===== src/hdl/rayPkg.sv =====
package rayPkg;

  typedef logic signed [15:0] fixed_t; // Q8.8, 8 integer bits incl sign
  typedef logic [3:0] cell_t;          // one map cell coordinate
  typedef logic [8:0] col_t;           // screen column 0..319
  typedef logic [4:0] regAddr_t;

  // screen and map geometry
  localparam int SCREEN_WIDTH = 320;
  localparam logic [15:0] INV_HALF_WIDTH = 16'd410; // 2/320 in Q0.16
  localparam int MAP_SIZE = 16;

  // downstream may hold this many columns
  localparam int CREDIT_MAX = 4;

  localparam fixed_t FIXED_ONE = 16'sh0100;
  localparam fixed_t FIXED_MAX = 16'sh7fff; // also the "no wall" distance

  // grid walk gives up after this many cells
  localparam int MAX_STEPS = 32;

  // register map
  localparam regAddr_t ADDR_POS_X = 5'd0;
  localparam regAddr_t ADDR_POS_Y = 5'd1;
  localparam regAddr_t ADDR_DIR_X = 5'd2;
  localparam regAddr_t ADDR_DIR_Y = 5'd3;
  localparam regAddr_t ADDR_PLANE_X = 5'd4;
  localparam regAddr_t ADDR_PLANE_Y = 5'd5;
  localparam regAddr_t ADDR_MAP_BASE = 5'd16; // rows 0..15 at 16..31

  // scene after reset
  localparam fixed_t RESET_POS = 16'sh0280;   // 2.5
  localparam fixed_t RESET_DIR_X = FIXED_ONE; // looking along +x
  localparam fixed_t RESET_DIR_Y = 16'sh0000;
  localparam fixed_t RESET_PLANE_X = 16'sh0000;
  localparam fixed_t RESET_PLANE_Y = 16'sh00a9; // 0.66, about 66 deg fov
  localparam logic [15:0] ROW_SOLID = 16'hffff; // top and bottom rows
  localparam logic [15:0] ROW_BORDER = 16'h8001; // only cells 0 and 15

endpackage


===== src/hdl/ddaWalker.sv =====
`timescale 1ns/1ps

module ddaWalker (
  input  logic           pixel_clk_in,
  input  logic           rst_in,
  input  logic           setupValid,
  input  rayPkg::col_t   col,
  input  rayPkg::cell_t  stepX,
  input  rayPkg::cell_t  stepY,
  input  rayPkg::cell_t  mapX,
  input  rayPkg::cell_t  mapY,
  input  rayPkg::fixed_t deltaDistX,
  input  rayPkg::fixed_t deltaDistY,
  input  rayPkg::fixed_t sideDistX,
  input  rayPkg::fixed_t sideDistY,
  input  logic           wallHit,
  input  logic           creditReturn,
  output logic           walkIdle,
  output rayPkg::cell_t  probeX,
  output rayPkg::cell_t  probeY,
  output logic           colValid,
  output rayPkg::col_t   colIndex,
  output rayPkg::cell_t  hitX,
  output rayPkg::cell_t  hitY,
  output logic           hitSide,
  output rayPkg::fixed_t wallDist,
  output logic           frameDone
);
  import rayPkg::*;

  typedef enum logic [2:0] {IDLE, WALK, SEL, DIST, OUT} walkState_t;
  walkState_t state;

  col_t curCol;
  cell_t curX;
  cell_t curY;
  cell_t stepXq;
  cell_t stepYq;
  fixed_t sideX;
  fixed_t sideY;
  fixed_t deltaX;
  fixed_t deltaY;
  fixed_t selSide;
  fixed_t selDelta;
  logic lastSideY;  // 1 when the last step crossed a y boundary
  logic found;      // 0 means the step limit ran out
  logic [5:0] stepCount;
  logic [2:0] credits;
  logic takeX;
  logic lastStep;
  logic [15:0] sumX;
  logic [15:0] sumY;
  fixed_t nextSideX;
  fixed_t nextSideY;

  assign walkIdle = state == IDLE;
  assign colValid = state == OUT && credits != '0; // hold column while out of credit
  assign frameDone = colValid && colIndex == col_t'(SCREEN_WIDTH - 1);

  always_comb begin
    takeX = sideX < sideY;          // nearer boundary first
    probeX = takeX ? curX + stepXq : curX;
    probeY = takeX ? curY : curY + stepYq;
    sumX = sideX + deltaX;          // both nonnegative, bit 15 means overflow
    sumY = sideY + deltaY;
    nextSideX = sumX[15] ? FIXED_MAX : fixed_t'(sumX);
    nextSideY = sumY[15] ? FIXED_MAX : fixed_t'(sumY);
    lastStep = stepCount == 6'(MAX_STEPS - 1);
  end

  always_ff @(posedge pixel_clk_in) begin
    if (rst_in) begin
      state <= IDLE;
      stepCount <= '0;
      credits <= 3'(CREDIT_MAX);
    end else begin
      credits <= credits + 3'(creditReturn) - 3'(colValid); // return and spend may coincide
      case (state)
        IDLE: begin
          if (setupValid) begin
            stepCount <= '0;
            state <= WALK;
          end
        end
        WALK: begin
          stepCount <= stepCount + 1'b1;
          if (wallHit || lastStep) state <= SEL;
        end
        SEL: state <= DIST;
        DIST: state <= OUT;
        OUT: if (credits != '0) state <= IDLE;
        default: state <= IDLE;
      endcase
    end
  end

  always_ff @(posedge pixel_clk_in) begin
    case (state)
      IDLE: begin
        if (setupValid) begin  // take the column from setup
          curCol <= col;
          curX <= mapX;
          curY <= mapY;
          stepXq <= stepX;
          stepYq <= stepY;
          sideX <= sideDistX;
          sideY <= sideDistY;
          deltaX <= deltaDistX;
          deltaY <= deltaDistY;
        end
      end
      WALK: begin
        curX <= probeX;
        curY <= probeY;
        if (takeX) sideX <= nextSideX;
        else sideY <= nextSideY;
        lastSideY <= !takeX;
        found <= wallHit;
      end
      SEL: begin
        selSide <= lastSideY ? sideY : sideX;
        selDelta <= lastSideY ? deltaY : deltaX;
      end
      DIST: begin
        // perpendicular distance, one delta back from the crossed boundary
        wallDist <= found ? selSide - selDelta : FIXED_MAX;
        colIndex <= curCol;
        hitX <= curX;
        hitY <= curY;
        hitSide <= lastSideY;
      end
      default: ;
    endcase
  end

  // downstream never frees more than it was sent
  creditBound: assert property (@(posedge pixel_clk_in) disable iff (rst_in)
    credits <= 3'(CREDIT_MAX));

endmodule


===== src/hdl/fixedDivider.sv =====
`timescale 1ns/1ps

module fixedDivider (
  input  logic           pixel_clk_in,
  input  logic           rst_in,
  input  logic           start,
  input  rayPkg::fixed_t dividend,
  input  rayPkg::fixed_t divisor,
  output logic           busy,
  output logic           done,
  output rayPkg::fixed_t quotient,
  output logic           dbz
);
  import rayPkg::*;

  typedef enum logic [1:0] {IDLE, ITER, FINISH} divState_t;
  divState_t state;

  logic [15:0] divMag;    // |divisor| latched at start
  logic [15:0] lowBits;   // numerator bits not yet shifted in
  logic [15:0] rem;
  logic [15:0] quoMag;
  logic [3:0]  iterCount;
  logic        negResult;
  logic        overflow;  // quotient would not fit in 16 bits
  logic        zeroDiv;

  logic [15:0] dividendMag;
  logic [15:0] divisorMag;
  logic [23:0] numerator; // |dividend| << 8 keeps the result in Q8.8
  logic [16:0] trial;
  logic        trialFits;

  always_comb begin
    dividendMag = dividend[15] ? 16'(-dividend) : 16'(dividend);
    divisorMag = divisor[15] ? 16'(-divisor) : 16'(divisor);
    numerator = {dividendMag, 8'h00};
    trial = {rem, lowBits[15]};          // shift next numerator bit in
    trialFits = trial >= {1'b0, divMag};
  end

  always_ff @(posedge pixel_clk_in) begin
    if (rst_in) begin
      state <= IDLE;
      busy <= 1'b0;
      done <= 1'b0;
      dbz <= 1'b0;
    end else begin
      done <= 1'b0; // single cycle pulse
      case (state)
        IDLE: begin
          if (start) begin
            busy <= 1'b1;
            state <= ITER;
          end
        end
        ITER: if (iterCount == 4'd15) state <= FINISH;
        FINISH: begin
          busy <= 1'b0;
          done <= 1'b1;
          dbz <= zeroDiv;
          state <= IDLE;
        end
        default: state <= IDLE;
      endcase
    end
  end

  always_ff @(posedge pixel_clk_in) begin
    if (state == IDLE && start) begin
      divMag <= divisorMag;
      rem <= {8'h00, numerator[23:16]};
      lowBits <= numerator[15:0];
      overflow <= numerator[23:16] >= divisorMag; // upper bits alone already exceed
      zeroDiv <= divisor == '0;
      negResult <= dividend[15] ^ divisor[15];
      quoMag <= '0;
      iterCount <= '0;
    end else if (state == ITER) begin
      rem <= trialFits ? 16'(trial - {1'b0, divMag}) : trial[15:0];
      quoMag <= {quoMag[14:0], trialFits};
      lowBits <= lowBits << 1;
      iterCount <= iterCount + 1'b1;
    end else if (state == FINISH) begin
      if (zeroDiv || overflow || quoMag[15]) quotient <= FIXED_MAX; // saturate
      else quotient <= negResult ? -fixed_t'(quoMag) : fixed_t'(quoMag);
    end
  end

  // caller must wait for done before the next operand pair
  noStartWhileBusy: assert property (@(posedge pixel_clk_in) disable iff (rst_in)
    start |-> !busy);

endmodule


===== src/hdl/rayCaster.sv =====
`timescale 1ns/1ps

module rayCaster (
  input  logic             pixel_clk_in,
  input  logic             rst_in,
  input  logic             regWe,
  input  rayPkg::regAddr_t regAddr,
  input  logic [15:0]      regWdata,
  input  logic             frameStart,
  input  logic             creditReturn,
  output logic             colValid,
  output rayPkg::col_t     colIndex,
  output rayPkg::cell_t    hitX,
  output rayPkg::cell_t    hitY,
  output logic             hitSide,
  output rayPkg::fixed_t   wallDist,
  output logic             frameDone
);
  import rayPkg::*;

  // camera registers
  fixed_t posX;
  fixed_t posY;
  fixed_t dirX;
  fixed_t dirY;
  fixed_t planeX;
  fixed_t planeY;

  // setup to walker, one column at a time
  logic setupValid;
  logic walkIdle;
  col_t col;
  cell_t stepX;
  cell_t stepY;
  cell_t mapX;
  cell_t mapY;
  fixed_t deltaDistX;
  fixed_t deltaDistY;
  fixed_t sideDistX;
  fixed_t sideDistY;

  // map probe loop
  cell_t probeX;
  cell_t probeY;
  logic wallHit;

  sceneRegs sceneRegs_inst (
    .pixel_clk_in(pixel_clk_in), .rst_in(rst_in),
    .regWe(regWe), .regAddr(regAddr), .regWdata(regWdata),
    .probeX(probeX), .probeY(probeY),
    .posX(posX), .posY(posY), .dirX(dirX), .dirY(dirY),
    .planeX(planeX), .planeY(planeY), .wallHit(wallHit)
  );

  raySetup raySetup_inst (
    .pixel_clk_in(pixel_clk_in), .rst_in(rst_in), .frameStart(frameStart),
    .posX(posX), .posY(posY), .dirX(dirX), .dirY(dirY),
    .planeX(planeX), .planeY(planeY), .walkIdle(walkIdle),
    .setupValid(setupValid), .col(col), .stepX(stepX), .stepY(stepY),
    .mapX(mapX), .mapY(mapY), .deltaDistX(deltaDistX), .deltaDistY(deltaDistY),
    .sideDistX(sideDistX), .sideDistY(sideDistY)
  );

  ddaWalker ddaWalker_inst (
    .pixel_clk_in(pixel_clk_in), .rst_in(rst_in), .setupValid(setupValid),
    .col(col), .stepX(stepX), .stepY(stepY), .mapX(mapX), .mapY(mapY),
    .deltaDistX(deltaDistX), .deltaDistY(deltaDistY),
    .sideDistX(sideDistX), .sideDistY(sideDistY),
    .wallHit(wallHit), .creditReturn(creditReturn), .walkIdle(walkIdle),
    .probeX(probeX), .probeY(probeY), .colValid(colValid), .colIndex(colIndex),
    .hitX(hitX), .hitY(hitY), .hitSide(hitSide), .wallDist(wallDist),
    .frameDone(frameDone)
  );

endmodule


===== src/hdl/raySetup.sv =====
`timescale 1ns/1ps

module raySetup (
  input  logic           pixel_clk_in,
  input  logic           rst_in,
  input  logic           frameStart,
  input  rayPkg::fixed_t posX,
  input  rayPkg::fixed_t posY,
  input  rayPkg::fixed_t dirX,
  input  rayPkg::fixed_t dirY,
  input  rayPkg::fixed_t planeX,
  input  rayPkg::fixed_t planeY,
  input  logic           walkIdle,
  output logic           setupValid,
  output rayPkg::col_t   col,
  output rayPkg::cell_t  stepX,
  output rayPkg::cell_t  stepY,
  output rayPkg::cell_t  mapX,
  output rayPkg::cell_t  mapY,
  output rayPkg::fixed_t deltaDistX,
  output rayPkg::fixed_t deltaDistY,
  output rayPkg::fixed_t sideDistX,
  output rayPkg::fixed_t sideDistY
);
  import rayPkg::*;

  typedef enum logic [2:0] {IDLE, CAM, DIR, DIV, VALID} setupState_t;
  setupState_t state;

  fixed_t camX;                      // -1 at left edge, 0 at center
  logic [24:0] camProd;
  logic signed [31:0] planeProdX;
  logic signed [31:0] planeProdY;
  fixed_t rayDirX;                   // live from camX and the camera regs
  fixed_t rayDirY;
  fixed_t rayDirXq;                  // frozen for this column
  fixed_t rayDirYq;
  logic [7:0] posFracX;
  logic [7:0] posFracY;
  logic divStart;
  logic divDoneX;
  logic divDoneY;
  fixed_t recipX;
  fixed_t recipY;
  fixed_t absRecipX;
  fixed_t absRecipY;
  logic [8:0] fracX;                 // distance to the first boundary, 0..1
  logic [8:0] fracY;
  logic [24:0] sideProdX;
  logic [24:0] sideProdY;
  logic handoff;

  assign handoff = setupValid && walkIdle;
  assign divStart = state == DIR;    // both dividers run in lockstep

  always_comb begin
    camProd = col * INV_HALF_WIDTH;  // Q9.16, 2*col/width
    planeProdX = planeX * camX;
    planeProdY = planeY * camX;
    rayDirX = dirX + fixed_t'(planeProdX[23:8]);
    rayDirY = dirY + fixed_t'(planeProdY[23:8]);
    absRecipX = recipX[15] ? -recipX : recipX;
    absRecipY = recipY[15] ? -recipY : recipY;
    // looking back means the near boundary is the cell floor
    fracX = rayDirXq[15] ? {1'b0, posFracX} : 9'(FIXED_ONE) - {1'b0, posFracX};
    fracY = rayDirYq[15] ? {1'b0, posFracY} : 9'(FIXED_ONE) - {1'b0, posFracY};
    sideProdX = fracX * absRecipX;   // at most 1.0 times FIXED_MAX, no overflow
    sideProdY = fracY * absRecipY;
  end

  fixedDivider recipDivX (
    .pixel_clk_in(pixel_clk_in),
    .rst_in      (rst_in),
    .start       (divStart),
    .dividend    (FIXED_ONE),
    .divisor     (rayDirX),
    .busy        (),
    .done        (divDoneX),
    .quotient    (recipX),
    .dbz         ()             // quotient already saturated
  );

  fixedDivider recipDivY (
    .pixel_clk_in(pixel_clk_in),
    .rst_in      (rst_in),
    .start       (divStart),
    .dividend    (FIXED_ONE),
    .divisor     (rayDirY),
    .busy        (),
    .done        (divDoneY),
    .quotient    (recipY),
    .dbz         ()
  );

  // column sequencing
  always_ff @(posedge pixel_clk_in) begin
    if (rst_in) begin
      state <= IDLE;
      setupValid <= 1'b0;
      col <= '0;
    end else begin
      case (state)
        IDLE: begin
          if (frameStart && walkIdle) begin // walker idle too, frame fully drained
            col <= '0;
            state <= CAM;
          end
        end
        CAM: state <= DIR;
        DIR: state <= DIV;
        DIV: begin
          if (divDoneX && divDoneY) begin
            setupValid <= 1'b1;
            state <= VALID;
          end
        end
        VALID: begin
          if (handoff) begin
            setupValid <= 1'b0;
            if (col == col_t'(SCREEN_WIDTH - 1)) begin
              state <= IDLE;
            end else begin
              col <= col + 1'b1;
              state <= CAM; // next column overlaps this walk
            end
          end
        end
        default: state <= IDLE;
      endcase
    end
  end

  // per column datapath
  always_ff @(posedge pixel_clk_in) begin
    if (state == CAM) begin
      camX <= fixed_t'(camProd >> 8) - FIXED_ONE;
    end
    if (state == DIR) begin
      rayDirXq <= rayDirX;
      rayDirYq <= rayDirY;
      posFracX <= posX[7:0];
      posFracY <= posY[7:0];
      mapX <= posX[11:8];       // integer part, map is only 16 wide
      mapY <= posY[11:8];
      stepX <= rayDirX[15] ? 4'hf : 4'h1; // -1 wraps in cell_t
      stepY <= rayDirY[15] ? 4'hf : 4'h1;
    end
    if (state == DIV && divDoneX && divDoneY) begin
      deltaDistX <= absRecipX;
      deltaDistY <= absRecipY;
      sideDistX <= fixed_t'(sideProdX >> 8);
      sideDistY <= fixed_t'(sideProdY >> 8);
    end
  end

  // walker may lag behind, setup must not drift meanwhile
  setupHeld: assert property (@(posedge pixel_clk_in) disable iff (rst_in)
    setupValid && !walkIdle |=> setupValid && $stable(col) && $stable(sideDistX)
      && $stable(sideDistY));

endmodule


===== src/hdl/sceneRegs.sv =====
`timescale 1ns/1ps

module sceneRegs (
  input  logic             pixel_clk_in,
  input  logic             rst_in,
  input  logic             regWe,
  input  rayPkg::regAddr_t regAddr,
  input  logic [15:0]      regWdata,
  input  rayPkg::cell_t    probeX,
  input  rayPkg::cell_t    probeY,
  output rayPkg::fixed_t   posX,
  output rayPkg::fixed_t   posY,
  output rayPkg::fixed_t   dirX,
  output rayPkg::fixed_t   dirY,
  output rayPkg::fixed_t   planeX,
  output rayPkg::fixed_t   planeY,
  output logic             wallHit
);
  import rayPkg::*;

  logic [MAP_SIZE-1:0] mapRows [MAP_SIZE]; // row index is y, bit index is x

  always_ff @(posedge pixel_clk_in) begin
    if (rst_in) begin
      posX <= RESET_POS;
      posY <= RESET_POS;
      dirX <= RESET_DIR_X;
      dirY <= RESET_DIR_Y;
      planeX <= RESET_PLANE_X;
      planeY <= RESET_PLANE_Y;
      for (int r = 0; r < MAP_SIZE; r++) begin
        // closed room, walls on the border only
        mapRows[r] <= (r == 0 || r == MAP_SIZE - 1) ? ROW_SOLID : ROW_BORDER;
      end
    end else if (regWe) begin
      case (regAddr)
        ADDR_POS_X:   posX <= regWdata;
        ADDR_POS_Y:   posY <= regWdata;
        ADDR_DIR_X:   dirX <= regWdata;
        ADDR_DIR_Y:   dirY <= regWdata;
        ADDR_PLANE_X: planeX <= regWdata;
        ADDR_PLANE_Y: planeY <= regWdata;
        default: begin
          if (regAddr >= ADDR_MAP_BASE) begin
            mapRows[regAddr[3:0]] <= regWdata; // low nibble picks the row
          end
        end
      endcase
    end
  end

  // probe answered in the same cycle, walker steps once per clock
  assign wallHit = mapRows[probeY][probeX];

  // 6..15 is a hole in the map, software should never touch it
  holeNotWritten: assert property (@(posedge pixel_clk_in) disable iff (rst_in)
    regWe |-> !(regAddr inside {[5'd6:5'd15]}));

endmodule


===== config.mk =====
export PLATFORM = sky130hd
export DESIGN_NAME = rayCaster
export DESIGN_NICKNAME = d
export VERILOG_FILES = /design/src/hdl/rayPkg.sv /design/src/hdl/ddaWalker.sv /design/src/hdl/fixedDivider.sv /design/src/hdl/rayCaster.sv /design/src/hdl/raySetup.sv /design/src/hdl/sceneRegs.sv
export SDC_FILE = /design/constraint.sdc
export NUM_CORES = 2
export LEC_CHECK = 0
export ABC_AREA = 1
export BUFFER_PORTS_ARGS = -buffer_cell sky130_fd_sc_hd__buf_2
export CAP_MARGIN = 20
export CORE_ASPECT_RATIO = 0.75
export CORE_MARGIN = 3
export CORE_UTILIZATION = 50
export CTS_BUF_LIST = sky130_fd_sc_hd__clkbuf_2 sky130_fd_sc_hd__clkbuf_4 sky130_fd_sc_hd__clkbuf_8
export CTS_CLUSTER_DIAMETER = 150
export DETAILED_ROUTE_END_ITERATION = 10
export PLACE_DENSITY = 0.65
export SLEW_MARGIN = 20
export SYNTH_ARGS = -nofsm -noshare
export SYNTH_HDL_FRONTEND = slang
export SYNTH_SLANG_ARGS = --single-unit
export TNS_END_PERCENT = 20

===== constraint.sdc =====
create_clock -name pixel_clk_in -period 16.7 [get_ports pixel_clk_in]
set_clock_uncertainty 0.05 [all_clocks]
set_input_delay 0.835 -clock pixel_clk_in [delete_from_list [all_inputs] [get_ports pixel_clk_in]]
set_output_delay 0.835 -clock pixel_clk_in [all_outputs]
set_load 0.005 [all_outputs]

==> results.md <==
* Status: finished, final reports clean
* Worst-path clk slew at 0.07 ns
* Asr flop ratio synth at 0%
* Clk Latency, worst-skew pair at 0.86 ns
* Core box area at 116000 sq um
* Slew headroom at 23.1%
* Critical path launch point: raySetup_inst.camX[10]
* TritonCTS clock tree: built
* Die area at 122000 sq um
* P&R area growth vs syn at 7.96%
* Count of max-cap constraint violations at 0
* FILL cells at 10600
* CTS max path bufs at 3
* #FFs+latches synth at 769
* Fin crit period at 8.13 ns
* Row cnt at 108
* Detail Placement HPWL at 107 mm
* P_sw at 5740 uW
* H-tree Lvls at 4
* Syn nets at 7662
* Max reg flops at 256
* Antenna-violating nets left at 0
* NumNets Final at 7669
* Internal power at 6260 uW
* I/O Pins at 62
* Static Leak at 0.0302 uW
* Sequential area share after synthesis at 36.0%
* Post-CTS setup buffer count at 0
* Biggest register: sceneRegs_inst.mapRows
* Share of cells above drive strength 1 at 6.76%
* GPL Wtd Cong at 0.916
* Die Width at 402 um
* WP data required at 17.26 ns
* Port bufs at 61
* Area of the mapped netlist at 58900 sq um
* Vias in the first global route at 42800
* HP Start: regWdata[7]
* Post-synth EDFFs at 578
* Post-Syn Instances at 6764
* Total wire length at 146 mm
* First DRT Iteration DRCs at 3772
* Fmax at 123 MHz
* First-pass GRT wire length at 236 mm
* Via count at 43800
* Dpl cell area at 60600 sq um
* Combinational cell fraction of total power at 61.6%
* Commonest non-fill, non-tap cell in the layout: nand2_1
* Hold Path Class: in -> reg
* Worst Setup End Kind: flop
* Root buf cell: clkbuf_8
* Worst-Margin Slew at 1.15 ns
* Sequential Area at 21200 sq um
* Netlist cell types at 69
* Die Y-Extent at 303 um
* Crit path kind: reg -> reg
* Part of the power in the clock network at 15.9%
* Setup_tns at 0 ns
* Initial antenna violation count at 2
* WP data arrival at 8.69 ns
* DRC at 0
* Clock sink total at 769
* # setup viols final at 0
* Ys Warns at 0
* Final instance area at 63600 sq um
* Crit-path max FO at 18
* Crit start category: flop
* Sequential power share at 22.5%
* Critical Path Slowest Stage Cell: edfxtp_1
* Final Slew Violations at 0
* Dominant synthesized flop cell: edfxtp_1
* Commonest cells after routing, fill and taps aside: 1479 x nand2_1, 1391 x inv_1, 578 x edfxtp_1
* Vias/cell at 5.20
* Initial Util at 50.7%
* CTS buffer count at 130
* CTS resizes at 0
* Hold-fix buffers, CTS at 0
* All-Layer GR Usage at 24.5%
* RSZ-0062 raised after global routing: false
* Final period util at 48.7%
* Reg2Reg Launch Point: raySetup_inst.camX[10]
* Drt first pass iters at 6
* Pwr Density at 189 nW/um^2
* WL/cell at 17.4 um
* Endpoints failing hold at 0
* Largest net degree at the start of global routing at 105
* Sw Ratio at 47.8%
* Multi-input gate area at 31400 sq um
* GRT overflow at 0
* Slowest stage delay, CP at 0.69 ns
* Peak supply drop at 0.170 mV
* Avg Cell Area, Syn at 8.70 sq um
worst max-delay path, delay by kind of cell (launching register included):
kind	cells	cell delay (ns)
and+or+nand+nor	9	0.88
DFF	1	0.69
AOI/OAI and AO/OA	10	1.80
xor gates and xnor gates	2	0.44
buffers and inverters	5	1.04
adders and majority gates	7	2.96
cell type report:
cell class / count / area share (%)
clock buffer: 178 / 3.50
timing repair buffer: 125 / 1.30
clock inverter: 57 / 1.09
inverter: 1423 / 8.40
tap: 1540 / 3.03
multi-input combinational: 4322 / 49.4
sequential: 769 / 33.3
antenna: 1 / 0.00394
power groups by stage:
stage                     registers, uW  logic, uW  clock network (uW)
after floorplan                    2670       5620                   0
after global placement             2730       7130                   0
after detailed placement           2740       7290                   0
after CTS                          2700       7350                1950
after global routing               2720       8390                2040
final                              2700       7400                1910
cells in the mapped netlist, drive strengths merged (14+ instances only):
cell type  number  area [sq um]
clkbuf        189           712
nand2        1488          5620
o21bai         24           184
a21oi         333          1720
xnor2          93           815
a31oi          14          93.8
mux2           15           169
inv          1407          5280
edfxtp        578         17400
nor3           72           385
fa            504         10100
nor2          458          1720
or2            17           106
o21ai         309          1630
clkinv         16          60.1
xor2          168          1490
o211ai         15           113
ha            368          4600
nand4          21           131
buf            61           385
dfxtp         191          3820
nand3         334          1680
kinds of logic after synthesis:
logic type               Yosys count  share of synthesized area [%]
flip-flops                       769                           36.0
buffers and inverters           1673                           10.9
adder cells (fa/ha/maj)          872                           25.0
multiplexers                      15                          0.287
AND/OR/NAND/NOR                 2409                           16.6
XOR/XNOR                         261                           3.92
AO/OA/AOI/OAI                    765                           7.30
per-stage QoR:
step                total power, uW  std cells  setup WS (ns)  hold WS (ns)  util (%)
detailed placement            10000       8176           8.59         0.355      52.1
finish                        12000       8415           8.57         0.274      54.7
global route                  13100       8415           7.71         0.237      54.7
floorplan                      8290       6764           9.61         0.350         -
CTS                           12000       8411           8.57         0.173      54.6
global placement               9860       8174           8.74         0.350      52.1
path summary, 6_finish.rpt:
kind,slack (ns),cells past startpoint,to
worst max-delay path,8.57,33,raySetup_inst.recipDivX.overflow
worst min-delay path,0.27,3,sceneRegs_inst.dirY[7]
worst max register to register,8.57,33,raySetup_inst.recipDivX.overflow
worst min register to register,0.35,0,ddaWalker_inst.deltaY[7]
routing by layer:
layer	vias to the layer above	share of wire, %	GRT usage [%]
li1	21200	-	-
met3	185	8.2	4.69
met5	-	0	0
met2	1453	42	35.9
met1	21000	48	37.4
met4	0	1.8	5.79
No activity file was read; power rests on OpenSTA's default activity.
